### src/hdl/dfi_seq_pkg.sv
// DFI sequencer shared types, DDR3 command encodings and device timing constants
package dfi_seq_pkg;

    // ------------------------------------------------
    // Clock and device timing
    // ------------------------------------------------
    localparam int DDR_MHZ  = 50;
    localparam int CYCLE_NS = 1000 / DDR_MHZ;

    // ACTIVATE to READ/WRITE, rounded up to cycles
    localparam int T_RCD = (15 + CYCLE_NS - 1) / CYCLE_NS;
    // PRECHARGE to ACTIVATE
    localparam int T_RP  = (15 + CYCLE_NS - 1) / CYCLE_NS;
    // REFRESH to anything
    localparam int T_RFC = (260 + CYCLE_NS - 1) / CYCLE_NS;
    // Write to read turnaround, in cycles
    localparam int T_WTR = 6;

    // CAS latencies and burst
    localparam int WRITE_LATENCY = 6;
    localparam int READ_LATENCY  = 5;
    localparam int BURST_LEN     = 4;

    // DFI side latencies, one cycle lost in the command register
    localparam int PHY_WRLAT = WRITE_LATENCY - 1;
    localparam int PHY_RDLAT = READ_LATENCY - 1;

    // Spacing between column commands
    localparam int RW_NONSEQ = WRITE_LATENCY + BURST_LEN + T_WTR;
    // Same direction may follow back to back
    localparam int RW_SEQ    = RW_NONSEQ + 1 - BURST_LEN;

    // Spacing counter
    localparam int DELAY_W = 6;
    typedef logic [DELAY_W-1:0] delay_t;

    // Enable shift registers, latency plus burst
    localparam int WR_SHIFT_W = PHY_WRLAT + BURST_LEN;
    localparam int RD_SHIFT_W = PHY_RDLAT + BURST_LEN;

    // Write buffer
    localparam int FIFO_DEPTH = 4;
    localparam int FIFO_AW    = $clog2(FIFO_DEPTH);

    // ------------------------------------------------
    // Bus widths
    // ------------------------------------------------
    localparam int ROW_W       = 15;
    localparam int BANK_W      = 3;
    localparam int LINE_W      = 128;
    localparam int MASK_W      = 16;
    localparam int BEAT_W      = LINE_W / BURST_LEN;
    localparam int BEAT_MASK_W = MASK_W / BURST_LEN;
    localparam int BEAT_IDX_W  = $clog2(BURST_LEN);

    // Bits are cs_n, ras_n, cas_n, we_n
    typedef enum logic [3:0] {
        CMD_LOAD_MODE = 4'b0000,
        CMD_REFRESH   = 4'b0001,
        CMD_PRECHARGE = 4'b0010,
        CMD_ACTIVE    = 4'b0011,
        CMD_WRITE     = 4'b0100,
        CMD_READ      = 4'b0101,
        CMD_ZQCL      = 4'b0110,
        CMD_NOP       = 4'b0111
    } cmd_e;

    // One command on the DFI pins, 22 bits
    typedef struct packed {
        cmd_e              cmd;
        logic [ROW_W-1:0]  addr;
        logic [BANK_W-1:0] bank;
    } dfi_cmd_t;

    // Write request, mask on top
    typedef struct packed {
        logic [MASK_W-1:0] mask;
        logic [LINE_W-1:0] data;
    } wr_line_t;

    // One DFI write beat
    typedef struct packed {
        logic [BEAT_W-1:0]      data;
        logic [BEAT_MASK_W-1:0] mask;
    } wr_beat_t;

    // Idle pin state
    localparam dfi_cmd_t DFI_CMD_IDLE = '{cmd: CMD_NOP, addr: '0, bank: '0};

endpackage

### src/hdl/dfi_wr_serializer.sv
// Write beat serializer: slices the head line into registered DFI write beats
`timescale 1ns/1ps

module dfi_wr_serializer
(
    input  logic                  clk_i,
    input  logic                  rst_i,
    input  logic                  beat_en_i,
    input  dfi_seq_pkg::wr_line_t line_i,
    output dfi_seq_pkg::wr_beat_t beat_o,
    output logic                  beat_valid_o,
    output logic                  pop_o
);

    logic [dfi_seq_pkg::BEAT_IDX_W-1:0] beat_idx_q;
    dfi_seq_pkg::wr_beat_t              beat_d;
    dfi_seq_pkg::wr_beat_t              beat_q;
    logic                               valid_q;
    logic                               last_beat;

    // ------------------------------------------------
    // Slice select
    // ------------------------------------------------
    // Lowest slice goes first
    always_comb
    begin
        beat_d.data = line_i.data[beat_idx_q * dfi_seq_pkg::BEAT_W +: dfi_seq_pkg::BEAT_W];
        beat_d.mask = line_i.mask[beat_idx_q * dfi_seq_pkg::BEAT_MASK_W
                                  +: dfi_seq_pkg::BEAT_MASK_W];
    end

    assign last_beat = (beat_idx_q == dfi_seq_pkg::BEAT_IDX_W'(dfi_seq_pkg::BURST_LEN - 1));

    // Line is done once its top slice is taken
    assign pop_o = beat_en_i && last_beat;

    // ------------------------------------------------
    // Beat register
    // ------------------------------------------------
    always_ff @(posedge clk_i)
    begin
        if (rst_i)
        begin
            beat_idx_q <= '0;
            beat_q     <= '0;
            valid_q    <= 1'b0;
        end
        else if (beat_en_i)
        begin
            beat_idx_q <= beat_idx_q + 1'b1;
            beat_q     <= beat_d;
            valid_q    <= 1'b1;
        end
        else
        begin
            // Bus is quiet between bursts
            beat_q  <= '0;
            valid_q <= 1'b0;
        end
    end

    assign beat_o       = beat_q;
    assign beat_valid_o = valid_q;

endmodule

### config.mk
export PLATFORM = sky130hd
export DESIGN_NAME = dfi_wr_serializer
export DESIGN_NICKNAME = d
export VERILOG_FILES = /design/src/hdl/dfi_seq_pkg.sv /design/src/hdl/dfi_wr_serializer.sv
export SDC_FILE = /design/constraint.sdc
export NUM_CORES = 1
export LEC_CHECK = 0
export BUFFER_PORTS_ARGS = -buffer_cell sky130_fd_sc_hd__buf_2
export CORE_MARGIN = 2
export CORE_UTILIZATION = 41
export CTS_BUF_LIST = sky130_fd_sc_hd__clkbuf_16
export CTS_CLUSTER_SIZE = 28
export DETAILED_ROUTE_END_ITERATION = 10
export GPL_TIMING_DRIVEN = 1
export PLACE_DENSITY = 0.85
export SLEW_MARGIN = 20
export SYNTH_ARGS = -nofsm -noshare
export SYNTH_HDL_FRONTEND = slang
export SYNTH_SLANG_ARGS = --single-unit
export TNS_END_PERCENT = 5
### constraint.sdc
create_clock -name clk_i -period 2.15 [get_ports clk_i]
set_clock_uncertainty 0.05 [all_clocks]
set_input_delay 0.3225 -clock clk_i [delete_from_list [all_inputs] [get_ports clk_i]]
set_output_delay 0.3225 -clock clk_i [all_outputs]
set_load 0.01 [all_outputs]
==> reports/metrics.yaml, run 1 <==
period_share: 0.677
seq_area_frac_synth: 0.372
fin_cells: 424
yosys.area_share.simple: 0.0173
tns_ns: 0
grt_pass1_wl_um: 7890
numCtsBuffers: 5
insertedDiodeCount: 0
synth-compound-area-share: 0.197
nNetsFinal: 501
placed_cells: 416
initial_utilization: 0.419
relSlewSlack: 0.612
worst_slew_pin_slew_ns: 0.583
busiest_layer: "met2"
dr.pass1.iters: 2
finalMaxSlewViolations: 0
grt_max_degree: 38
worstSkewPairLatency_ns: 0.27
start_kind: "register"
use_met2: 0.354
synth_edf_count: 0
power.total_mw: 1.99
holdWs_ns: 0.207
met3_usage: 0.0529
min_period_ns: 1.46
area_delta_synth_final_pct: 51.4
cp.required_ns: 2.25
drtIter0Drc: 54
hold_path_class: "in2reg"
power_density_nw_per_um2: 628
drt-total-wl_um: 5660
end_kind: "register"
ys_ff_latch: 39
synth_mux_area_frac: 0.348
syn_nets: 320
drc: 0
place.gp.congestion: 0.690
chipWidth_um: 75.5
postCtsHoldBufs: 0
port_buffers: 184
criticalPathCategory: "reg2reg"
fp-row-count: 26
seq_area_um2: 785
clock_sinks: 39
fp.dieH_um: 75.5
timing.fmax_mhz: 687
antenna_found_initial: 0
nFillCells: 443
yosysWarnings: 0
avgSynthCellArea_um2: 12.2
synth_xor_area_frac: 0.00418
final-setup-viol-count: 0
drive_above_1_share: 0.641
ant_nets: 0
grt_usage: 0.180
grt_pass1_vias: 1884
synth_top_family_by_area: "multiplexers"
coreArea_um2: 5010
dieArea_um2: 5700
cts.clk_slew.worst_paths_ns: 0.05
rsz0062_at_grt: "false"
h-tree-depth: 2
num_io_pins: 185
place_area_um2: 3040
status: "finished, final reports clean"
max_cap_violations: 0
synthAdderAreaFrac: 0.00597
ys.flop_type: "dfxtp_1"
wl_per_cell_um: 13.4
synth_async_sr_flop_share: 0
hold_violations: 0
num_vias: 2066
p_leak_nw: 1.59
yosys.cell_types.count: 14
fin_area_um2: 3180
cts.path.max_buffers: 2
cts_resized: 0
grt_remaining_overflow: 0
viasPerCell: 4.87
arrival_ns: 1.55
cts-root-buf: "clkbuf_16"
grt_util_met1: 0.182
vdd_drop_max_uv: 446
multi_input_area_um2: 1200
syn_area_um2: 2100
cts_setup_buffers: 0
synth_cells: 172
cts_tree: "yes"
crit_path_max_fanout: 37
## cells in the final DEF, fill, tap and decap left out
master     synthesis  layout
inv_1              0       1
or3b_2             0       1
buf_2              8     184
nor2_1             2       2
xnor2_1            1       1
clkbuf_16          0       5
ha_1               1       1
and2_1             1       1
buf_4              4       6
nand3b_1           1       1
o22ai_2           30      30
dfxtp_4            0       1
clkinv_1           0       2
dfxtp_1           39      38
mux2i_1           73      73
nor2b_1            1       1
o22ai_1            6       6
## per-layer routing
metal  vias up  share of wire
met5         -              0
met4         0          0.012
met3         6          0.087
met2        98           0.54
met1       945           0.36
li1       1017              -
## per-stage QoR
step           setup WS, ns   util
2_1_floorplan         0.889      -
3_3_place_gp          0.704  0.607
3_5_place_dp          0.662  0.607
4_1_cts               0.678  0.634
5_1_grt               0.632  0.634
6_report              0.695  0.634
## power breakdown
part	switching [mW]	internal [mW]	leakage (nW)
combinational	0.251	0.281	1.20
sequential	0.0149	0.777	0.321
clock	0.254	0.417	0.0701
## registers in the layout, indices dropped and copies added (netlist names)
register,cells
beat_o,36
beat_idx_q,2
beat_valid_o,1
## final timing paths
| kind | slack (ns) | start | end | cells after the start |
|---|---|---|---|---|
| setup / recovery | 0.69 | beat_idx_q[0] | beat_o[16] | 3 |
| setup reg to reg | 0.69 | beat_idx_q[0] | beat_o[16] | 3 |
| hold / removal | 0.21 | rst_i | beat_idx_q[0] | 2 |
| hold reg to reg | 0.50 | beat_idx_q[1] | beat_idx_q[1] | 2 |
## kinds of logic (layout without fill, tap and decap cells)
logic type | count (synthesis) | count (layout)
multiplexers | 73 | 73
flip-flops | 39 | 39
XOR/XNOR | 1 | 1
adder cells (fa/ha/maj) | 1 | 1
AO/OA/AOI/OAI | 36 | 36
AND/OR/NAND/NOR | 6 | 6
buffers and inverters | 16 | 198
## synthesized netlist by cell type (2+ instances only)
library cell  count  area, µm²
o22ai_2          30        375
o22ai_1           6       37.5
dfxtp_1          39        781
buf_6             4       45.0
buf_2             8       40.0
mux2i_1          73        731
nor2_1            2       7.51
buf_4             4       30.0
## cell type report
type	count	area share
repair buffers	190	0.304
clock buffers	5	0.0394
multi-input cells	117	0.378
flip-flops and latches	39	0.247
clock inverters	3	0.00355
well taps	70	0.0276
## critical path, stage by stage, from the launching register on
cell and delay (ns):
dfxtp_4 0.35, buf_4 0.48, mux2i_1 0.33, o22ai_2 0.11
Power figures use the tool's default switching activity.
==> run 2: changes to the inputs <==
CORE_UTILIZATION = 34   (was 41)
PLACE_DENSITY = 0.75   (was 0.85)
clock period = 1.3 ns   (was 2.15 ns; I/O delays follow)
==> run 2 against run 1 <==
The flow now finishes with violations (setup timing). Sequential power rose by 67%. Register-to-register slack got worse by 0.65 ns. Combinational power rose by 76%. Cell count rose by 2.4%. Global-route usage fell by 2.1 points. Largest cell class unchanged. Highest routed layer unchanged.
==> reports/metrics.yaml, run 2 (synthesized netlist as in run 1, its figures left out) <==
status: "finished, violations left"
violations: "setup timing"
final_common_cell: "buf_2"
cts.path.max_buffers: 2  # unchanged
h-tree-depth: 2  # unchanged
cts.clk_slew.worst_paths_ns: 0.05  # about the same
start_kind: "register"
drtIter0Drc: 36  # -33%
grt_max_degree: 36  # -5.3%
max_cap_violations: 0  # unchanged
grt_pass1_wl_um: 8180  # +3.7%
antenna_found_initial: 0  # unchanged
vdd_drop_max_uv: 607  # +36%
largest_reg_flops: 36  # unchanged
initial_utilization: 0.352  # -0.0665
crit_family: "flip-flops"
worst_slew_pin_slew_ns: 0.231  # -0.352 ns
end_kind: "output port"
hold_violations: 0  # unchanged
postCtsHoldBufs: 0  # unchanged
clock_sinks: 39  # unchanged
cp_num_buf_inv: 2  # +1
mostFrequentLayoutCells: "183 x buf_2, 73 x mux2i_1, 37 x dfxtp_1, 31 x o22ai_2, 6 x buf_12"
dpl.hpwl_um: 4640
crit_path_max_fanout: 2  # -95%
cp_slowest_stage_delay_ns: 0.32  # -0.16 ns
viasPerCell: 4.67  # -4.2%
finalMaxSlewViolations: 0  # unchanged
nNetsFinal: 506  # +1.0%
num_vias: 2026  # -1.9%
final-setup-viol-count: 1  # +1
power_density_nw_per_um2: 1010  # +61%
place_ws_ns: 0.00440  # -0.658 ns
rsz0062_at_grt: "true"
grt_pass1_vias: 1904  # +1.1%
wl_per_cell_um: 13.0  # -2.3%
grt_remaining_overflow: 0  # unchanged
arrival_ns: 1.09  # -0.46 ns
critPathSlowestCell: "dfxtp_2"
min_period_ns: 1.34
criticalPathCategory: "reg2out"
cts_tree: "yes"
p_leak_nw: 1.65  # +3.8%
drt-total-wl_um: 5660  # about the same
worstSkewPairLatency_ns: 0.27  # about the same
dr.pass1.iters: 3  # +1
insertedDiodeCount: 0  # unchanged
num_io_pins: 185  # unchanged
timing.fmax_mhz: 746
final_util: 0.559  # -0.0748
cts-root-buf: "clkbuf_16"
cp.required_ns: 1.05  # -1.20 ns
layout_setup_ws_ns: -0.0396  # -0.735 ns
fp-row-count: 28  # +7.7%
crit_top_cell: "buf_6"
place.gp.congestion: 0.723  # +4.8%
area_delta_synth_final_pct: 58.8
numCtsBuffers: 5  # unchanged
port_buffers: 184  # unchanged
dieArea_um2: 6810  # +19%
fp.dieH_um: 82.5  # +9.3%
coreArea_um2: 5960  # +19%
power.total_mw: 3.36  # +69%
period_share: 1.03
drc: 0  # unchanged
path_cells: "buf_6, ha_4, and2_4, buf_6"
grt_usage: 0.159  # -0.0208
drive_above_1_share: 0.657  # +0.0161
chipWidth_um: 82.5  # +9.3%
hold_path_class: "in2reg"
ant_nets: 0  # unchanged
relSlewSlack: 0.842  # +0.230
==> run 2: path summary, 6_finish.rpt <==
path	start	endpoint	slack, ns	cells past startpoint
worst max register to register	beat_idx_q[1]	beat_o[4]	0.04	5
worst max-delay path	beat_idx_q[1]	pop_o	-0.04	4
worst min-delay path	line_i[114]	beat_o[22]	0.14	3
worst min register to register	beat_idx_q[1]	beat_idx_q[1]	0.66	4
==> run 2: repair_timing <==
action,4_1_cts,5_1_grt
gates resized for setup,6,2
setup endpoints to repair,2,24
pin swaps,1,0
setup buffers,1,0
==> run 2: report_power, final <==
group	switching, mW	internal, mW
Combinational	0.420	0.514
Sequential	0.0294	1.29
Clock	0.425	0.689
Total	0.875	2.49
==> run 2: area by class of cell <==
type                            count  area, µm²
Fill cell                         528       2630
Multi-Input combinational cell    117       1220
Sequential cell                    39        786
Tap cell                           75       93.8
Timing Repair Buffer              195       1090
Clock buffer                        5        125
Clock inverter                      3       11.3
==> run 2: through the flow <==
step	cells	TNS (ns)	area, µm²	hold WS (ns)
2_1_floorplan	172	0	2100	0.217
4_1_cts	434	-0.0734	3320	0.138
6_report	434	-0.0396	3330	0.143
3_3_place_gp	425	0	3150	0.419
5_1_grt	434	-0.0716	3330	0.153
3_5_place_dp	425	0	3150	0.425
==> run 2: per-layer routing <==
layer / routed length (µm) / GRT usage
met5: 0 / 0
met4: 69 / 0.0426
met2: 2930 / 0.314
met1: 2080 / 0.155
met3: 584 / 0.0543
==> run 2: tightest hold or removal path, stage by stage <==
cell,delay (ns)
buf_2,0.07
mux2i_1,0.06
o22ai_1,0.10
