==> src/hdl/dfi_seq_pkg.sv <==
// DFI sequencer shared types, DDR3 command encodings and device timing constants
package dfi_seq_pkg;

    // ------------------------------------------------
    // Clock and device timing
    // ------------------------------------------------
    localparam int DDR_MHZ  = 50;
    localparam int CYCLE_NS = 1000 / DDR_MHZ;

    // ACTIVATE to READ/WRITE, rounded up to cycles
    localparam int T_RCD = (15 + CYCLE_NS - 1) / CYCLE_NS;
    // PRECHARGE to ACTIVATE
    localparam int T_RP  = (15 + CYCLE_NS - 1) / CYCLE_NS;
    // REFRESH to anything
    localparam int T_RFC = (260 + CYCLE_NS - 1) / CYCLE_NS;
    // Write to read turnaround, in cycles
    localparam int T_WTR = 6;

    // CAS latencies and burst
    localparam int WRITE_LATENCY = 6;
    localparam int READ_LATENCY  = 5;
    localparam int BURST_LEN     = 4;

    // DFI side latencies, one cycle lost in the command register
    localparam int PHY_WRLAT = WRITE_LATENCY - 1;
    localparam int PHY_RDLAT = READ_LATENCY - 1;

    // Spacing between column commands
    localparam int RW_NONSEQ = WRITE_LATENCY + BURST_LEN + T_WTR;
    // Same direction may follow back to back
    localparam int RW_SEQ    = RW_NONSEQ + 1 - BURST_LEN;

    // Spacing counter
    localparam int DELAY_W = 6;
    typedef logic [DELAY_W-1:0] delay_t;

    // Enable shift registers, latency plus burst
    localparam int WR_SHIFT_W = PHY_WRLAT + BURST_LEN;
    localparam int RD_SHIFT_W = PHY_RDLAT + BURST_LEN;

    // Write buffer
    localparam int FIFO_DEPTH = 4;
    localparam int FIFO_AW    = $clog2(FIFO_DEPTH);

    // ------------------------------------------------
    // Bus widths
    // ------------------------------------------------
    localparam int ROW_W       = 15;
    localparam int BANK_W      = 3;
    localparam int LINE_W      = 128;
    localparam int MASK_W      = 16;
    localparam int BEAT_W      = LINE_W / BURST_LEN;
    localparam int BEAT_MASK_W = MASK_W / BURST_LEN;
    localparam int BEAT_IDX_W  = $clog2(BURST_LEN);

    // Bits are cs_n, ras_n, cas_n, we_n
    typedef enum logic [3:0] {
        CMD_LOAD_MODE = 4'b0000,
        CMD_REFRESH   = 4'b0001,
        CMD_PRECHARGE = 4'b0010,
        CMD_ACTIVE    = 4'b0011,
        CMD_WRITE     = 4'b0100,
        CMD_READ      = 4'b0101,
        CMD_ZQCL      = 4'b0110,
        CMD_NOP       = 4'b0111
    } cmd_e;

    // One command on the DFI pins, 22 bits
    typedef struct packed {
        cmd_e              cmd;
        logic [ROW_W-1:0]  addr;
        logic [BANK_W-1:0] bank;
    } dfi_cmd_t;

    // Write request, mask on top
    typedef struct packed {
        logic [MASK_W-1:0] mask;
        logic [LINE_W-1:0] data;
    } wr_line_t;

    // One DFI write beat
    typedef struct packed {
        logic [BEAT_W-1:0]      data;
        logic [BEAT_MASK_W-1:0] mask;
    } wr_beat_t;

    // Idle pin state
    localparam dfi_cmd_t DFI_CMD_IDLE = '{cmd: CMD_NOP, addr: '0, bank: '0};

endpackage

==> src/hdl/dfi_rd_assembler.sv <==
// Read word assembler: packs returned DFI read beats into one wide word
`timescale 1ns/1ps

module dfi_rd_assembler
(
    input  logic                               clk_i,
    input  logic                               rst_i,
    input  logic [dfi_seq_pkg::BEAT_W-1:0]     beat_i,
    input  logic                               beat_valid_i,
    output logic [dfi_seq_pkg::LINE_W-1:0]     line_o,
    output logic                               line_valid_o
);

    logic [dfi_seq_pkg::LINE_W-1:0]     line_q;
    logic [dfi_seq_pkg::BEAT_IDX_W-1:0] beat_idx_q;
    logic                               valid_q;

    // ------------------------------------------------
    // Beat shift
    // ------------------------------------------------
    // New beat enters on top, first beat ends in the low slice
    always_ff @(posedge clk_i)
    begin
        if (beat_valid_i)
            line_q <= {beat_i, line_q[dfi_seq_pkg::LINE_W-1:dfi_seq_pkg::BEAT_W]};
    end

    // Beat count and word strobe
    always_ff @(posedge clk_i)
    begin
        if (rst_i)
        begin
            beat_idx_q <= '0;
            valid_q    <= 1'b0;
        end
        else
        begin
            if (beat_valid_i)
                beat_idx_q <= beat_idx_q + 1'b1;
            // One cycle pulse after the closing beat
            valid_q <= beat_valid_i
                       && (beat_idx_q == dfi_seq_pkg::BEAT_IDX_W'(dfi_seq_pkg::BURST_LEN - 1));
        end
    end

    assign line_o       = line_q;
    assign line_valid_o = valid_q;

endmodule

==> config.mk <==
export PLATFORM = sky130hd
export DESIGN_NAME = dfi_rd_assembler
export DESIGN_NICKNAME = d
export VERILOG_FILES = /design/src/hdl/dfi_seq_pkg.sv /design/src/hdl/dfi_rd_assembler.sv
export SDC_FILE = /design/constraint.sdc
export NUM_CORES = 1
export LEC_CHECK = 0
export ABC_AREA = 1
export BUFFER_PORTS_ARGS = -buffer_cell sky130_fd_sc_hd__buf_2
export CAP_MARGIN = 20
export CORE_ASPECT_RATIO = 1.25
export CORE_UTILIZATION = 31
export DETAILED_ROUTE_END_ITERATION = 8
export SYNTH_ARGS = -nofsm -noshare
export SYNTH_HDL_FRONTEND = slang
export SYNTH_SLANG_ARGS = --single-unit
export TNS_END_PERCENT = 5
==> constraint.sdc <==
create_clock -name clk_i -period 1.2 [get_ports clk_i]
set_input_delay 0.24 -clock clk_i [delete_from_list [all_inputs] [get_ports clk_i]]
set_output_delay 0.24 -clock clk_i [all_outputs]
set_load 0.01 [all_outputs]
==> results of run 1 <==
## logic make-up after synthesis
kind of cell / after synthesis / share of synthesized area, %
DFF: 131 / 98.55
and+or+nand+nor: 10 / 0.9477
buffers and inverters: 2 / 0.1896
adders and majority gates: 1 / 0.3158
## layer usage
layer / wire, um / track usage, % / share of wire [%] / vias up
li1: - / - / - / 1000
met1: 2888 / 12.10 / 37 / 1076
met2: 4198 / 19.57 / 54 / 89
met3: 481 / 5.160 / 6.2 / 11
met4: 148 / 6.545 / 1.9 / 0
met5: 0 / 0 / 0 / -
## path summary, 6_finish.rpt
kind / from / end
max reg2reg: beat_idx_q[0]$_SDFFE_PP0P_ / beat_idx_q[1]$_SDFFE_PP0P_
max: line_o[42]$_DFFE_PP_ / line_o[42]
min reg2reg: line_o[73]$_DFFE_PP_ / line_o[41]$_DFFE_PP_
min: beat_i[25] / line_o[121]$_DFFE_PP_
## flip-flops by register name (all words and copies together), names as in the netlist
register and cells:
beat_idx_q 2, line_o 128, line_valid_o 1
## cell usage in the layout, fill, tap and decap left out, drive strengths merged
cell         synthesis  layout
clkinv               0       8
clkinvlp             0       1
dfxtp                3       3
nand2                5       5
ha                   1       1
inv                  2       2
edfxtp             128     128
nor2                 5       5
dlygate4sd3          0      21
clkbuf               0      20
buf                  0     171
bufinv               0       3
## what timing repair did
item	4_1_cts	5_1_grt
endpoints found under the hold margin	15	6
hold buffers	15	6
gates resized for setup	0	10
endpoints found under the setup margin	49	93
setup buffers	2	1
## final cells by class
type / instances / area, um^2
fillers: 1081 / 6331
flip-flops and latches: 131 / 3904
inverters: 2 / 7.507
multi-input cells: 11 / 50.05
well taps: 164 / 205.2
clock buffers: 20 / 436.7
clock inverters: 12 / 138.9
repair buffers: 192 / 1201
## stage by stage
step	area (um^2)	cells	power (mW)	TNS (ns)	hold WS (ns)
6_report	5943	532	11.19	-0.08937	0.02111
5_1_grt	5943	532	11.60	-2.568	0.0007229
4_1_cts	5813	525	11.28	-0.7942	0.00005504
3_5_place_dp	5072	476	6.249	0	0.4181
3_3_place_gp	5072	476	6.227	0	0.4136
2_1_floorplan	3961	144	5.761	0	0.3115
## where the power goes
group	internal [mW]	total (mW)	switching, mW
Sequential	5.39	5.52	0.135
Combinational	0.333	0.714	0.381
Clock	3.23	4.95	1.72
Total	8.95	11.2	2.24
==> results summary, run 1 <==
The count of final max-slew check failures is 0. The utilization after layout is 48.42%. The number of detailed-route iterations in the first pass is 4. The total nets after synthesis came out at 180. The highest clock rate came out at 817.7 MHz. Yosys mapped the design onto 6 distinct sky130hd cell types. The register-to-register setup slack came out at 0.26 ns. In this run the remaining antenna-violating nets after routing total 0. Synthesis produced 144 cells. The worst-skew pair later-pin latency is 0.40 ns. The sequential share of the synthesized area is 98.55%. The global-route usage over all layers is 11.69%. The required time at the worst-slack endpoint is 0.96 ns.

The actual transition at the worst max-transition pin came out at 0.2277 ns. The global route total overflow is 0. Routability-driven placement finished with a final weighted congestion of 0.7224. For the worst flop-to-flop path, the logic depth is 5. For the worst setup path, the data arrival time is 0.98 ns. The first-pass GRT wire length came out at 10.70 mm.

The most common cell in the synthesized netlist is sky130_fd_sc_hd__edfxtp_1. STA classifies the critical path endpoint as an output port. The number of remaining DRC errors came out at 0. The signal on the critical path passes through buf_2.

Of all cell types, the one taking the most synthesized area is sky130_fd_sc_hd__edfxtp_1. The number of violations of the max-capacitance limit came out at 0. The path class of the tightest hold or removal check is in -> reg.

The synthesized cell area is 3961 um^2. The maximum number of pins on one net before global-route repair came out at 34. The async set-reset flop share out of synthesis came out at 0%.

In the post-synthesis netlist, the biggest area contributors are sky130_fd_sc_hd__edfxtp_1 (97%), sky130_fd_sc_hd__dfxtp_1 (1.5%), sky130_fd_sc_hd__nand2_1 (0.47%), sky130_fd_sc_hd__nor2_1 (0.47%), sky130_fd_sc_hd__ha_1 (0.32%). In this run the number of cells on the critical path is 1. For the finished layout, the period the worst path requires is 1.223 ns. The relative slew slack came out at 84.82%. The net total in the final layout came out at 391. The cell sitting at the root of the clock tree is a sky130_fd_sc_hd__clkbuf_16.

The number of sinks on the clock net came out at 131. Sorting the synthesized cells by how often they occur yields sky130_fd_sc_hd__edfxtp_1 (128), sky130_fd_sc_hd__nand2_1 (5), sky130_fd_sc_hd__nor2_1 (5), sky130_fd_sc_hd__dfxtp_1 (3), sky130_fd_sc_hd__inv_1 (2). The count of flip-flops with a built-in enable after synthesis is 128. The worst path setup slack after routing came out at -0.02301 ns.

The clock passes through at most 2 buffers. Setup repair after global routing could not meet its margin everywhere. The x dimension of the die is 103.1 um. The full die area came out at 13240 um^2.

Of the cells placed in the final design, the portion with a size suffix greater than 1 is 53.80%. The via count normalized by instance count is 4.090. The share of the synthesized area in the top cell type came out at 97.03%. The largest single stage delay on the critical path is 0.42 ns. The count of endpoints failing setup in the final report came out at 10.

The via count of the first global-routing pass is 2071. From synthesis to final layout, the design area changed by 50.03%. The most used flip-flop cell after synthesis is sky130_fd_sc_hd__edfxtp_1. On the critical path, the stage with the largest delay is an instance of sky130_fd_sc_hd__edfxtp_1. The worst-case IR drop observed on VDD is 0.0007868 V.

The worst setup path is of the reg -> out kind. The core box area is 12270 um^2. The cell area power density came out at 1883 nW/um^2. The number of antenna violations at the first check in global routing is 0. From bottom edge to top edge, the die measures 128.4 um. The number of violations reported at the end of detailed-routing iteration 0 is 62.

The combined buffer and inverter count along the critical path is 1. The register bit total from synthesis came out at 131. Counting instances, the worst hold path has a depth of 1.

In the finished design, the share of the clock period the worst path needs comes to 101.9%. The final antenna diode count came out at 0. The CTS tree is yes. At the placement stage, the worst setup path has a slack of 0.1482 ns.

The initial core utilization came out at 32.27%. After clock tree synthesis, the clock-pin slew on the worst setup and hold paths is 0.06 ns. The final reports fail on negative setup slack.

The run finished, with violations left. The count of endpoints failing hold in the final timing report is 0. The number of clock buffers added by TritonCTS is 17. The highest net fanout along the worst path came out at 2. In this run the mean area of a mapped cell was 27.51 um^2. Dividing the detail-routed wire length by the instance count gives 14.50 um.

The count of vias placed by the detailed router is 2176. The count of input and output buffers came out at 163. The floorplan has 45 rows. In this run the count of I/O pins placed on the die edge is 164. The number of levels the H-tree was split into is 4. The worst-case clock skew came out at 0.005919 ns. The leakage power came out at 2.409 nW. The final HPWL from detailed placement is 5.411 mm.

The kind of start point of the critical path is a register. The gate family responsible for the most delay along the worst path is flip-flops. The overall routed net length is 7.716 mm.

The warning count from the yosys run came out at 0.
No activity file was read; power rests on OpenSTA's default activity.
==> run 2: changes to the inputs <==
- CTS_CLUSTER_SIZE: default -> 30
- SETUP_SLACK_MARGIN: default -> 0.3
==> results summary, run 2 (synthesized netlist as in run 1, its figures left out) <==
The flow ran to the end, but the final reports show violations. The final reports fail on negative setup slack. The remaining antenna violation count after routing came to 0 (unchanged).

The via count normalized by instance count was 4.060 (-0.74%). The maximum number of pins on one net before global-route repair is 34 (unchanged). The count of input and output buffers is 163 (unchanged).

The wire length per cell after detailed routing came to 14.53 um (+0.15%). The number of sinks on the clock net came to 131 (unchanged). The number of cells in the design after placement came out at 476 (unchanged). The number of violations of the max-capacitance limit came out at 0 (unchanged). The worst path setup slack after routing came out at -0.03005 ns (-0.007036 ns).

Setup repair after global routing could not meet its margin everywhere. The post-CTS clock slew at the launch and capture registers of the worst setup and hold paths is 0.06 ns (about the same). The final total negative setup slack came out at -0.1394 ns (-0.05004 ns). The total power of the final layout was 11.24 mW (+0.40%). The share of layout cells above drive strength 1 came out at 55.68% (+1.9 points). The worst-skew pair later-pin latency is 0.41 ns (about the same). The height of the die was 128.4 um (unchanged).

The worst setup path is captured at an output port. The total placed instance area came to 5072 um^2 (unchanged). In this design, the largest share of critical-path delay is due to flip-flops. The global route total overflow came out at 0 (unchanged).

The I/O pin total is 164 (unchanged). STA classifies the critical path startpoint as a register. The final HPWL from detailed placement came out at 5.411 mm (unchanged). TritonCTS built the clock tree. The fraction of power spent switching nets is 20.05% (+0.046 points). The buffer levels on the longest clock path came to 2 (unchanged). The number of violations reported at the end of detailed-routing iteration 0 came out at 59 (-4.8%). The count of endpoints failing setup in the final report is 17 (+7). The total clock buffers created by CTS is 17 (unchanged). The layout-stage area growth over the synthesis result is 52.68%. The initial core utilization was 32.27% (unchanged). The count of endpoints failing hold in the final timing report is 0 (unchanged). The maximum vdd drop came out at 0.0007170 V (-8.9%). The actual transition at the worst max-transition pin came out at 0.2327 ns (+0.004964 ns). The routability congestion estimate was 0.7224 (unchanged). The global-route usage over all layers came to 11.72% (+0.035 points). The data arrival at the endpoint of the critical path is 0.99 ns (about the same).

The count of final max-slew check failures came out at 0 (unchanged). The maximum cell stage delay along the critical path came out at 0.42 ns (about the same). The core box area is 12270 um^2 (unchanged).

The via count of the first global-routing pass came out at 2079 (+0.39%). The share of the clock period used by the worst path after layout is 102.5% (+0.59 points). The non-filler instance count after layout came out at 534 (+0.38%). The tree is rooted in a sky130_fd_sc_hd__clkbuf_16. The first-pass GRT wire length is 10.74 mm (+0.38%). The highest net fanout along the worst path came to 2 (unchanged). The x dimension of the die came out at 103.1 um (unchanged). The critical path is of the reg -> out type.

The full die area came to 13240 um^2 (unchanged). The final antenna diode count is 0 (unchanged). The share of power burned in registers is 49.2% (-0.2 points). The cell area power density is 1858 nW/um^2 (-1.3%). The worst-case setup slack after placement is 0.1482 ns (unchanged). The worst-case clock skew is 0.01487 ns (+0.008951 ns). The worst hold slack across all endpoints came out at 0.01435 ns (-0.006763 ns). The count of fill cells added during filler insertion came to 1075 (-0.56%). The final period demand of the worst path came to 1.230 ns (+0.007036 ns). The utilization after layout was 49.28% (+0.86 points). The number of remaining DRC errors came out at 0 (unchanged).

The count of vias placed by the detailed router is 2168 (-0.37%). The net total in the final layout came out at 393 (+0.51%). The leakage power came out at 2.440 nW (+1.3%). The cell-internal power came out at 8.983 mW (+0.34%). The signal on the critical path passes through buf_2. The part of the power in the clock network is 44.1% (-0.2 points). The top cell types in the final layout, fill and taps aside, are sky130_fd_sc_hd__buf_2 (141), sky130_fd_sc_hd__edfxtp_1 (128), sky130_fd_sc_hd__dlygate4sd3_1 (21), sky130_fd_sc_hd__buf_6 (21), sky130_fd_sc_hd__clkbuf_16 (17). The number of detailed-route iterations in the first pass is 4 (unchanged). The number of antenna violations at the first check in global routing is 0 (unchanged). The required time at the worst-slack endpoint came out at 0.96 ns (about the same). The portion of total power attributed to combinational logic is 6.6% (+0.2 points). The largest individual stage delay along the critical path comes from the cell sky130_fd_sc_hd__edfxtp_1. The most frequent standard cell in the layout excluding fill and tap cells is sky130_fd_sc_hd__buf_2. The overall routed net length is 7.757 mm (+0.53%).

The class of the tightest hold or removal check is in -> reg. The relative slew slack was 84.49% (-0.33 points). The highest clock rate is 813.0 MHz (-0.57%). The flip-flop count of the largest register after layout came out at 128 (unchanged). The final design area excluding fillers came to 6048 um^2 (+1.8%).

The number of placement rows came out at 45 (unchanged). The combined buffer and inverter count along the critical path came to 1 (unchanged). The number of levels the H-tree was split into came out at 4 (unchanged). The net switching power figure was 2.253 mW (+0.63%).
[run 2: changes by cell type in the layout (fill, tap and decap cells not counted)]
cell | previous run | this run
sky130_fd_sc_hd__buf_2 | 152 | 141
sky130_fd_sc_hd__buf_4 | 5 | 7
sky130_fd_sc_hd__buf_6 | 10 | 21
sky130_fd_sc_hd__dfxtp_1 | 3 | 0
sky130_fd_sc_hd__dfxtp_2 | 0 | 2
sky130_fd_sc_hd__dfxtp_4 | 0 | 1
sky130_fd_sc_hd__ha_1 | 1 | 0
sky130_fd_sc_hd__ha_4 | 0 | 1
sky130_fd_sc_hd__inv_1 | 2 | 1
sky130_fd_sc_hd__inv_2 | 0 | 1
sky130_fd_sc_hd__nand2_1 | 5 | 4
sky130_fd_sc_hd__nand2_2 | 0 | 1
[run 2: area by class of cell]
class,count,area [um^2],share of cell area [%]
well taps,164,205.2,3.393
clock buffers,20,436.7,7.220
flip-flops and latches,131,3910,64.65
multi-input cells,11,65.06,1.076
repair buffers,194,1285,21.25
inverters,2,7.507,0.1241
clock inverters,12,138.9,2.296
[run 2: repair_timing]
| item | 4_1_cts | 5_1_grt |
|---|---|---|
| hold buffers | 15 | 6 |
| buffers inserted | 3 | 2 |
| cloned | 0 | 0 |
| hold endpoints to repair | 15 | 6 |
| gates resized for setup | 14 | 17 |
| pin swaps | 3 | 3 |
| endpoints found under the setup margin | 130 | 130 |
[run 2: per-layer routing]
metal | share of wire, % | wire length, um | track usage (%) | vias up
met3 | 5.9 | 454 | 5.106 | 11
met5 | 0 | 0 | 0 | -
met4 | 2.1 | 163 | 6.545 | 0
met1 | 37 | 2886 | 12.10 | 1067
li1 | - | - | - | 1003
met2 | 55 | 4253 | 19.73 | 87
[run 2: path summary, 6_finish.rpt]
path,startpoint,to,slack (ns),cells past startpoint
hold / removal,beat_i[25],line_o[121]$_DFFE_PP_,0.01,1
hold reg to reg,line_o[43]$_DFFE_PP_,line_o[11]$_DFFE_PP_,0.43,0
setup / recovery,line_o[42]$_DFFE_PP_,line_o[42],-0.03,1
setup reg to reg,beat_idx_q[0]$_SDFFE_PP0P_,beat_idx_q[1]$_SDFFE_PP0P_,0.29,5
[run 2: power groups by stage]
stage               combinational [mW]  clock (mW)  sequential, mW
floorplan                       0.0141           0            5.75
global placement                 0.631           0            5.60
detailed placement               0.635           0            5.61
CTS                              0.705        5.08            5.53
global route                     0.802        5.27            5.56
finish                           0.747        4.96            5.53
