### src/hdl/dfi_seq_pkg.sv
// DFI sequencer shared types, DDR3 command encodings and device timing constants
package dfi_seq_pkg;

    // ------------------------------------------------
    // Clock and device timing
    // ------------------------------------------------
    localparam int DDR_MHZ  = 50;
    localparam int CYCLE_NS = 1000 / DDR_MHZ;

    // ACTIVATE to READ/WRITE, rounded up to cycles
    localparam int T_RCD = (15 + CYCLE_NS - 1) / CYCLE_NS;
    // PRECHARGE to ACTIVATE
    localparam int T_RP  = (15 + CYCLE_NS - 1) / CYCLE_NS;
    // REFRESH to anything
    localparam int T_RFC = (260 + CYCLE_NS - 1) / CYCLE_NS;
    // Write to read turnaround, in cycles
    localparam int T_WTR = 6;

    // CAS latencies and burst
    localparam int WRITE_LATENCY = 6;
    localparam int READ_LATENCY  = 5;
    localparam int BURST_LEN     = 4;

    // DFI side latencies, one cycle lost in the command register
    localparam int PHY_WRLAT = WRITE_LATENCY - 1;
    localparam int PHY_RDLAT = READ_LATENCY - 1;

    // Spacing between column commands
    localparam int RW_NONSEQ = WRITE_LATENCY + BURST_LEN + T_WTR;
    // Same direction may follow back to back
    localparam int RW_SEQ    = RW_NONSEQ + 1 - BURST_LEN;

    // Spacing counter
    localparam int DELAY_W = 6;
    typedef logic [DELAY_W-1:0] delay_t;

    // Enable shift registers, latency plus burst
    localparam int WR_SHIFT_W = PHY_WRLAT + BURST_LEN;
    localparam int RD_SHIFT_W = PHY_RDLAT + BURST_LEN;

    // Write buffer
    localparam int FIFO_DEPTH = 4;
    localparam int FIFO_AW    = $clog2(FIFO_DEPTH);

    // ------------------------------------------------
    // Bus widths
    // ------------------------------------------------
    localparam int ROW_W       = 15;
    localparam int BANK_W      = 3;
    localparam int LINE_W      = 128;
    localparam int MASK_W      = 16;
    localparam int BEAT_W      = LINE_W / BURST_LEN;
    localparam int BEAT_MASK_W = MASK_W / BURST_LEN;
    localparam int BEAT_IDX_W  = $clog2(BURST_LEN);

    // Bits are cs_n, ras_n, cas_n, we_n
    typedef enum logic [3:0] {
        CMD_LOAD_MODE = 4'b0000,
        CMD_REFRESH   = 4'b0001,
        CMD_PRECHARGE = 4'b0010,
        CMD_ACTIVE    = 4'b0011,
        CMD_WRITE     = 4'b0100,
        CMD_READ      = 4'b0101,
        CMD_ZQCL      = 4'b0110,
        CMD_NOP       = 4'b0111
    } cmd_e;

    // One command on the DFI pins, 22 bits
    typedef struct packed {
        cmd_e              cmd;
        logic [ROW_W-1:0]  addr;
        logic [BANK_W-1:0] bank;
    } dfi_cmd_t;

    // Write request, mask on top
    typedef struct packed {
        logic [MASK_W-1:0] mask;
        logic [LINE_W-1:0] data;
    } wr_line_t;

    // One DFI write beat
    typedef struct packed {
        logic [BEAT_W-1:0]      data;
        logic [BEAT_MASK_W-1:0] mask;
    } wr_beat_t;

    // Idle pin state
    localparam dfi_cmd_t DFI_CMD_IDLE = '{cmd: CMD_NOP, addr: '0, bank: '0};

endpackage

### src/hdl/dfi_wr_fifo.sv
// Write line buffer: circular FIFO of data and mask per accepted WRITE
`timescale 1ns/1ps

module dfi_wr_fifo
(
    input  logic                  clk_i,
    input  logic                  rst_i,
    input  logic                  push_i,
    input  dfi_seq_pkg::wr_line_t data_i,
    input  logic                  pop_i,
    output dfi_seq_pkg::wr_line_t data_o
);

    dfi_seq_pkg::wr_line_t              mem [dfi_seq_pkg::FIFO_DEPTH];
    logic [dfi_seq_pkg::FIFO_AW-1:0]    wr_ptr_q;
    logic [dfi_seq_pkg::FIFO_AW-1:0]    rd_ptr_q;
    logic [dfi_seq_pkg::FIFO_AW:0]      count_q;

    // ------------------------------------------------
    // Storage
    // ------------------------------------------------
    // Entry written on the edge that takes the WRITE
    always_ff @(posedge clk_i)
    begin
        if (push_i)
            mem[wr_ptr_q] <= data_i;
    end

    // Head of queue, read combinationally
    assign data_o = mem[rd_ptr_q];

    // ------------------------------------------------
    // Pointers and occupancy
    // ------------------------------------------------
    always_ff @(posedge clk_i)
    begin
        if (rst_i)
        begin
            wr_ptr_q <= '0;
            rd_ptr_q <= '0;
            count_q  <= '0;
        end
        else
        begin
            if (push_i)
                wr_ptr_q <= wr_ptr_q + 1'b1;
            if (pop_i)
                rd_ptr_q <= rd_ptr_q + 1'b1;
            // Simultaneous push and pop leaves the count alone
            case ({push_i, pop_i})
                2'b10:   count_q <= count_q + 1'b1;
                2'b01:   count_q <= count_q - 1'b1;
                default: count_q <= count_q;
            endcase
        end
    end

    // Command spacing must keep the buffer from filling
    a_no_overflow: assert property (@(posedge clk_i) disable iff (rst_i)
        push_i |-> (count_q != (dfi_seq_pkg::FIFO_AW + 1)'(dfi_seq_pkg::FIFO_DEPTH) || pop_i));

    // Last beat only ever follows a pushed WRITE
    a_no_underflow: assert property (@(posedge clk_i) disable iff (rst_i)
        pop_i |-> (count_q != '0));

endmodule

### config.mk
export PLATFORM = sky130hd
export DESIGN_NAME = dfi_wr_fifo
export DESIGN_NICKNAME = d
export VERILOG_FILES = /design/src/hdl/dfi_seq_pkg.sv /design/src/hdl/dfi_wr_fifo.sv
export SDC_FILE = /design/constraint.sdc
export NUM_CORES = 1
export LEC_CHECK = 0
export BUFFER_PORTS_ARGS = -buffer_cell sky130_fd_sc_hd__buf_2
export CORE_AREA = 10 10 207 209
export DETAILED_ROUTE_END_ITERATION = 7
export DIE_AREA = 0 0 217 219
export PLACE_DENSITY = 0.88
export SETUP_SLACK_MARGIN = 0.5
export SKIP_LAST_GASP = 1
export SYNTH_ARGS = -nofsm -noshare
export SYNTH_HDL_FRONTEND = slang
export SYNTH_SLANG_ARGS = --single-unit
export TNS_END_PERCENT = 5
### constraint.sdc
create_clock -name clk_i -period 10.66 [get_ports clk_i]
set_input_delay 2.132 -clock clk_i [delete_from_list [all_inputs] [get_ports clk_i]]
set_output_delay 2.132 -clock clk_i [all_outputs]
set_load 0.005 [all_outputs]
==> key figures, run 1 <==
Clocking
  • Clock root buffer: clkbuf_16
  • Cts repair resizes: 0
  • Clk buf depth: 3
  • TritonCTS Buffers: 55
  • Post-cts hold buffer count: 0
  • Post-CTS Setup Bufs: 0
  • CTS tree: done
  • Worst skew pair latency: 0.59 ns
  • H-tree lvl count: 2
  • Sink Count: 582
  • Clock transition at path regs: 0.06 ns

Detailed routing
  • DR WL/cell: 26.5 µm
  • Vias post-DR: between 9000 and 10000
  • Drc violations: 0
  • Vias per cell: 5.73
  • Starting DRT DRC Count: 1015
  • Final WL: 44400 µm
  • Drt first pass iters: 5
  • Final ANT Viol Nets: 0

Synthesis
  • Seq/Total Area, Yosys: 82.9%
  • Yosys warns: 0
  • Number of synthesized flops with an enable pin: 576
  • Synth area leaders: edfxtp_1, mux4_2, dfxtp_1
  • Top-area cell type share of the netlist area: 82.3%
  • Post-Synthesis Cells: 778
  • Synthesized cell area: approximately 21000 µm²
  • Commonest cells in the netlist: edfxtp_1, mux4_2, buf_2
  • Synth Register Bits: 582
  • Most frequent cell after synthesis: edfxtp_1
  • Syn_nets: 930
  • Post-synth top area cell: edfxtp_1
  • Library cells used by synthesis: 17
  • Syn_area_per_cell: 27.0 µm²
  • Ys async rst share: 0%
  • Synth Flop Type: edfxtp_1

Cells and area
  • Layout cells sized above 1: 46.3%
  • Area grow syn2layout: 18.2%
  • Nets: 1259
  • Post-layout util: between 60 and 70%
  • Fill count: about 2500

Setup path
  • FF-to-FF Start: wr_ptr_q[0]
  • CP required: 8.53 ns
  • Crit start category: flop
  • RR Endpoint: mem[1][59]
  • Max FO, Critical Path: 54
  • Setup crit end kind: primary output
  • Crit path DAT: 3.66 ns
  • Setup CP Type: reg -> out
  • Reg-to-reg slack, setup: approximately 7.6 ns
  • Reg2reg path depth: 4

Timing
  • Post-route minimum period: slightly below 6 ns
  • Final period util: between 50% and 60%
  • Slew Limit Headroom: 30.4%
  • Slew @ Worst Pin: between 1 and 1.5 ns
  • Fmax: 173 MHz
  • Final Hold Viols: 0
  • Setup-failing EPs final: 0
  • RSZ-0062 raised after global routing: no
  • Max-slew violations: 0
  • Worst Clk Skew: 0.0180 ns
  • Setup Total Neg Slack: 0 ns

Floorplanning
  • Starting Density: a little over half
  • Core area: roughly 39000 µm²
  • Die width: 217 µm
  • Die Area: 47500 µm²
  • Die Ht: 219 µm
  • Row cnt: 72
  • I/O pins: just under 300

Placed design
  • HPWL after DPL: 26600 µm
  • RD Place Congestion: approximately 0.73
  • Port Buffer Count: 291

Run status
  • Status: completed

Worst hold path
  • Hold depth: 2
  • HP Start: rd_ptr_q[0]
  • Path type of the worst min-delay path: reg -> reg

Global routing
  • Initial antenna violation count: 13
  • Total grt overflow: 0
  • First-pass GRT wire length: 66800 µm
  • Global-route usage over all layers: roughly a fifth
  • Vias in the first global route: 10400
  • Largest net degree at the start of global routing: between 60 and 70

Power and ir drop
  • Cell Pwr Density: 202 nW/µm²
  • Leak: between 0.008 and 0.009 µW
  • Worst VDD drop: roughly 0.00015 V

Run
  • Max-capacitance violation count: 0
==> sequential cells by signal, summed over array words and instances, names as in the netlist, named ones only <==
| name | flops |
|---|---|
| wr_ptr_q | 2 |
| rd_ptr_q | 2 |
| mem | 576 |
==> area by class of cell <==
class	instances	area (µm²)	share of cell area (%)
diodes	7	17.5	0.0705
clock buffers	67	1420	5.72
clock inverters	31	368	1.48
inverters	2	7.51	0.0302
multi-input cells	162	3390	13.7
flip-flops and latches	582	17400	70.2
well taps	518	648	2.61
repair buffers	304	1550	6.26
==> stage by stage <==
step                hold WS [ns]  cells  setup slack (ns)  power, µW  area (µm²)
floorplan                  0.492    778              4.72       2940       21000
global placement           0.510   1568              5.40       3110       23000
detailed placement         0.530   1568              5.37       3130       23000
CTS                        0.539   1666              4.68       5070       24800
global route               0.586   1667              4.47       5190       24800
finish                     0.537   1673              4.87       5020       24800
==> per-layer routing <==
| metal | part of all wire, % | vias to the layer above | GRT usage, % |
|---|---|---|---|
| li1 | - | 4057 | - |
| met1 | 38 | 4985 | 23.4 |
| met2 | 50 | 450 | 29.8 |
| met3 | 9.5 | 86 | 6.73 |
| met4 | 2.3 | 14 | 6.53 |
| met5 | 0.21 | - | 0 |
==> worst max-delay path, cell delays in order (launching register included) <==
cell,delay (ns)
dfxtp_4,0.69
buf_4,0.57
buf_4,0.85
mux4_2,0.65
buf_2,0.16
==> power by group <==
group          switching, µW  internal (µW)  leakage, µW
combinational            217            196      0.00208
sequential              35.8           2630      0.00534
clock                    794           1140     0.000869
==> worst max-delay path by stage <==
stage / end / slack, ns / cells past startpoint
after detailed placement: data_o[123] / 5.37 / 4
after CTS: data_o[0] / 4.68 / 4
final: data_o[0] / 4.87 / 4
after global placement: data_o[8] / 5.40 / 4
after global routing: data_o[76] / 4.47 / 4
after floorplan: mem[0][0] / 4.72 / 1
==> layout by cell type (no fill, tap or decap), drive strengths merged <==
| cell type | synthesis | layout |
|---|---|---|
| mux4 | 144 | 144 |
| bufinv | 0 | 8 |
| a21bo | 1 | 1 |
| diode | 0 | 7 |
| a21oi | 1 | 1 |
| xnor2 | 2 | 2 |
| buf | 27 | 304 |
| clkinv | 0 | 17 |
| nor2 | 4 | 4 |
| dfxtp | 6 | 6 |
| and2 | 4 | 4 |
| mux2i | 1 | 1 |
| clkinvlp | 0 | 2 |
| edfxtp | 576 | 576 |
| ha | 4 | 4 |
| clkbuf | 5 | 67 |
| nand3b | 1 | 1 |
| inv | 2 | 6 |
==> logic make-up (layout without fill, tap and decap cells) <==
kind of cell	count (synthesis)	after routing	synth area share [%]
AOI/OAI and AO/OA	2	2	0.0714
xor gates and xnor gates	2	2	0.0834
adders and majority gates	4	4	0.238
buffers and inverters	34	404	1.01
DFF	582	582	82.9
muxes	145	145	15.5
other	0	7	0
and+or+nand+nor	9	9	0.226
No activity file was read; power rests on OpenSTA's default activity.
==> run 2: changes to the inputs <==
--- a/config.mk
+++ b/config.mk
@@ -5,10 +5,11 @@
 export SDC_FILE = /design/constraint.sdc
 export NUM_CORES = 1
 export LEC_CHECK = 0
+export ABC_AREA = 1
 export BUFFER_PORTS_ARGS = -buffer_cell sky130_fd_sc_hd__buf_2
-export CORE_AREA = 10 10 207 209
+export CORE_AREA = 10 10 226 228
 export DETAILED_ROUTE_END_ITERATION = 7
-export DIE_AREA = 0 0 217 219
+export DIE_AREA = 0 0 236 238
 export PLACE_DENSITY = 0.88
 export SETUP_SLACK_MARGIN = 0.5
 export SKIP_LAST_GASP = 1
==> constraint.sdc (replaced) <==
create_clock -name clk_i -period 4.7 [get_ports clk_i]
set_input_delay 0.94 -clock clk_i [delete_from_list [all_inputs] [get_ports clk_i]]
set_output_delay 0.94 -clock clk_i [all_outputs]
set_load 0.005 [all_outputs]
==> run 2 against run 1 <==
  * Die area up 18%
  * Power up 130%
  * Critical path type unchanged
  * Highest routed layer unchanged
  * Via count up 69%
==> key figures, run 2 <==
Clocking
  • Post-cts hold buffer count: 0 (unchanged)
  • Cts repair resizes: 0 (unchanged)
  • Clk buf depth: 3 (unchanged)
  • Clock transition at path regs: 0.06 ns (about the same)
  • Clock root buffer: clkbuf_16
  • H-tree lvl count: 2 (unchanged)
  • TritonCTS Buffers: 57 (+3.6%)
  • CTS tree: done
  • Worst skew pair latency: 0.59 ns (about the same)
  • Sink Count: 582 (unchanged)
  • Post-CTS Setup Bufs: 0 (unchanged)

Global routing
  • GR peak layer: met2
  • Global-route usage over all layers: 19.2% (+0.55 points)
  • Met3 usage: 5.04% (-1.7 points)
  • M2 GR Usage: 33.7% (+3.9 points)
  • Largest net degree at the start of global routing: 145 (+110%)
  • Initial antenna violation count: 16 (+3)
  • Total grt overflow: 0 (unchanged)
  • Met1 Usage GRT: 22.4% (-0.97 points)
  • First-pass GRT wire length: 86100 µm (+29%)
  • Vias in the first global route: 16200 (+56%)

Timing
  • Max-slew violations: 0 (unchanged)
  • Worst Clk Skew: 0.0132 ns (-0.00474 ns)
  • Fmax: between 200 and 300 MHz
  • Final period util: 77.3%
  • Post-route minimum period: 3.63 ns
  • Slew Limit Headroom: 32.8% (+2.4 points)
  • Hold_ws: 0.522 ns (-0.0153 ns)
  • Setup-failing EPs final: 0 (unchanged)
  • Slew @ Worst Pin: 1.01 ns (-0.0361 ns)
  • Final Hold Viols: 0 (unchanged)
  • RSZ-0062 raised after global routing: no
  • Setup Total Neg Slack: 0 ns (unchanged)

Cells and area
  • Post-layout util: 60.6% (-3.8 points)
  • Nets: 2718 (+120%)
  • Most frequent cells in the layout: nand2_1, inv_1, edfxtp_1, buf_2, nand3_1
  • Largest register FFs: 576 (unchanged)
  • Biggest regs: mem (576), rd_ptr_q (2), wr_ptr_q (2)
  • Area grow syn2layout: 15.1%
  • Commonest non-fill, non-tap cell in the layout: nand2_1
  • Largest Register: mem
  • Layout cells sized above 1: 15.0% (-31 points)
  • Fin cells: 3225 (+93%)

Power and ir drop
  • Design Power: 11300 µW (+130%)
  • Worst VDD drop: 0.000396 V (+170%)
  • Cell Pwr Density: 402 nW/µm² (+99%)
  • Leak: 0.0130 µW (+57%)

Synthesis
  • Number of synthesized flops with an enable pin: 576 (unchanged)
  • Top-area cell type share of the netlist area: 70.8% (-12 points)
  • Seq/Total Area, Yosys: 71.3% (-12 points)
  • Ys async rst share: 0% (unchanged)
  • Most frequent cell after synthesis: nand2_1
  • Commonest cells in the netlist: nand2_1, inv_1, edfxtp_1
  • Yosys warns: 0 (unchanged)
  • Post-Synthesis Cells: 2293 (+190%)
  • Synthesized cell area: 24400 µm² (+16%)
  • Synth Flop Type: edfxtp_1
  • Synth area leaders: edfxtp_1, nand2_1, inv_1
  • Post-synth top area cell: edfxtp_1
  • Library cells used by synthesis: 15 (-2)
  • Syn_nets: 2445 (+160%)
  • Synth Register Bits: 582 (unchanged)
  • Syn_area_per_cell: 10.7 µm² (-61%)

Floorplanning
  • Core area: 46400 µm² (+20%)
  • Die Area: 56200 µm² (+18%)
  • Row cnt: 79 (+9.7%)
  • Starting Density: 52.7% (-1.8 points)
  • I/O pins: 292 (unchanged)
  • Die Ht: 238 µm (+8.7%)
  • Die width: 236 µm (+8.8%)

Detailed routing
  • DR WL/cell: 17.4 µm (-35%)
  • Final WL: 56000 µm (+26%)
  • Drc violations: 0 (unchanged)
  • Drt first pass iters: 6 (+1)
  • Final ANT Viol Nets: 0 (unchanged)
  • Vias post-DR: 16200 (+69%)
  • Starting DRT DRC Count: 1804 (+78%)
  • Vias per cell: 5.04 (-12%)

Setup path
  • Buf/Inv on CP: 3 (unchanged)
  • FF-to-FF Start: wr_ptr_q[0]
  • Max FO, Critical Path: 76 (+41%)
  • Crit start category: flop
  • Critical path's slowest cell: buf_4
  • Worst path cell trace: inv_8 > buf_4 > nand2_1 > nand3_1 > nand2_1 > buf_2
  • Setup CP Type: reg -> out
  • CP required: 3.76 ns (-4.77 ns)
  • Crit path DAT: 2.69 ns (-0.97 ns)
  • CP top delay family: buffers and inverters
  • Slowest stage delay, CP: 0.67 ns (-0.18 ns)
  • Most used cell along the critical path: nand2_1
  • Setup crit end kind: primary output

Placed design
  • HPWL after DPL: 33000 µm (+24%)
  • Port Buffer Count: 291 (unchanged)
  • RD Place Congestion: 0.774 (+6.7%)
  • Cell Count Post-Placement: 3114 (+99%)

Run status
  • Status: completed

Worst hold path
  • HP Start: rd_ptr_q[1]
  • Path type of the worst min-delay path: reg -> reg

Run
  • Max-capacitance violation count: 0 (unchanged)
-- run 2: cell types whose count changed after synthesis, sizes merged, moves of 2 or more --
cell / delta
xnor2: -2
nor2: +2
nand2: +728
and2: -4
inv: +585
clkbuf: +11
buf: +51
mux4: -144
o21ai: +2
nand3: +289
-- run 2: worst register-to-register path, cell delays in order, from the launching register on --
cell	delay, ns
dfxtp_1	0.40
ha_1	0.17
nand2_1	0.10
inv_6	0.46
buf_12	0.46
-- run 2: layout make-up --
cell class                 count  area [µm²]
multi-input combinational   1030        4270
clock inverter                28         234
fill                        3299       18200
sequential                   582       17400
antenna                        8        20.0
clock buffer                  75        1490
timing repair buffer         308        1680
tap                          607         759
inverter                     587        2230
-- run 2: worst paths after layout --
kind / slack [ns] / end / cells after the start
worst max register to register: 2.66 / mem[3][53] / 4
worst min register to register: 0.52 / flop / 2
worst min-delay path: 0.52 / flop / 2
worst max-delay path: 1.07 / data_o[47] / 6
-- run 2: cell families after synthesis --
| family | count (synthesis) | synth area share [%] |
|---|---|---|
| adder cells (fa/ha/maj) | 4 | 0.205 |
| AO/OA/AOI/OAI | 3 | 0.0614 |
| flip-flops | 582 | 71.3 |
| AND/OR/NAND/NOR | 1023 | 17.2 |
| buffers and inverters | 681 | 11.2 |
-- run 2: power breakdown --
group	internal [µW]	switching, µW	total, µW
registers	5940	55.8	5990
logic	348	722	1070
clock network	2400	1830	4230
-- run 2: through the flow --
| step | cell area, µm² | worst slack [ns] |
|---|---|---|
| global placement | 26400 | 1.87 |
| floorplan | 24400 | 0.459 |
| finish | 28100 | 1.07 |
| global route | 28100 | 0.959 |
| detailed placement | 26400 | 1.81 |
| CTS | 28100 | 1.10 |
-- run 2: metal layers --
layer | share of wire (%) | up-vias
met3 | 10 | 108
li1 | - | 7699
met1 | 36 | 7608
met2 | 51 | 807
met4 | 2.4 | 16
met5 | 0.17 | -
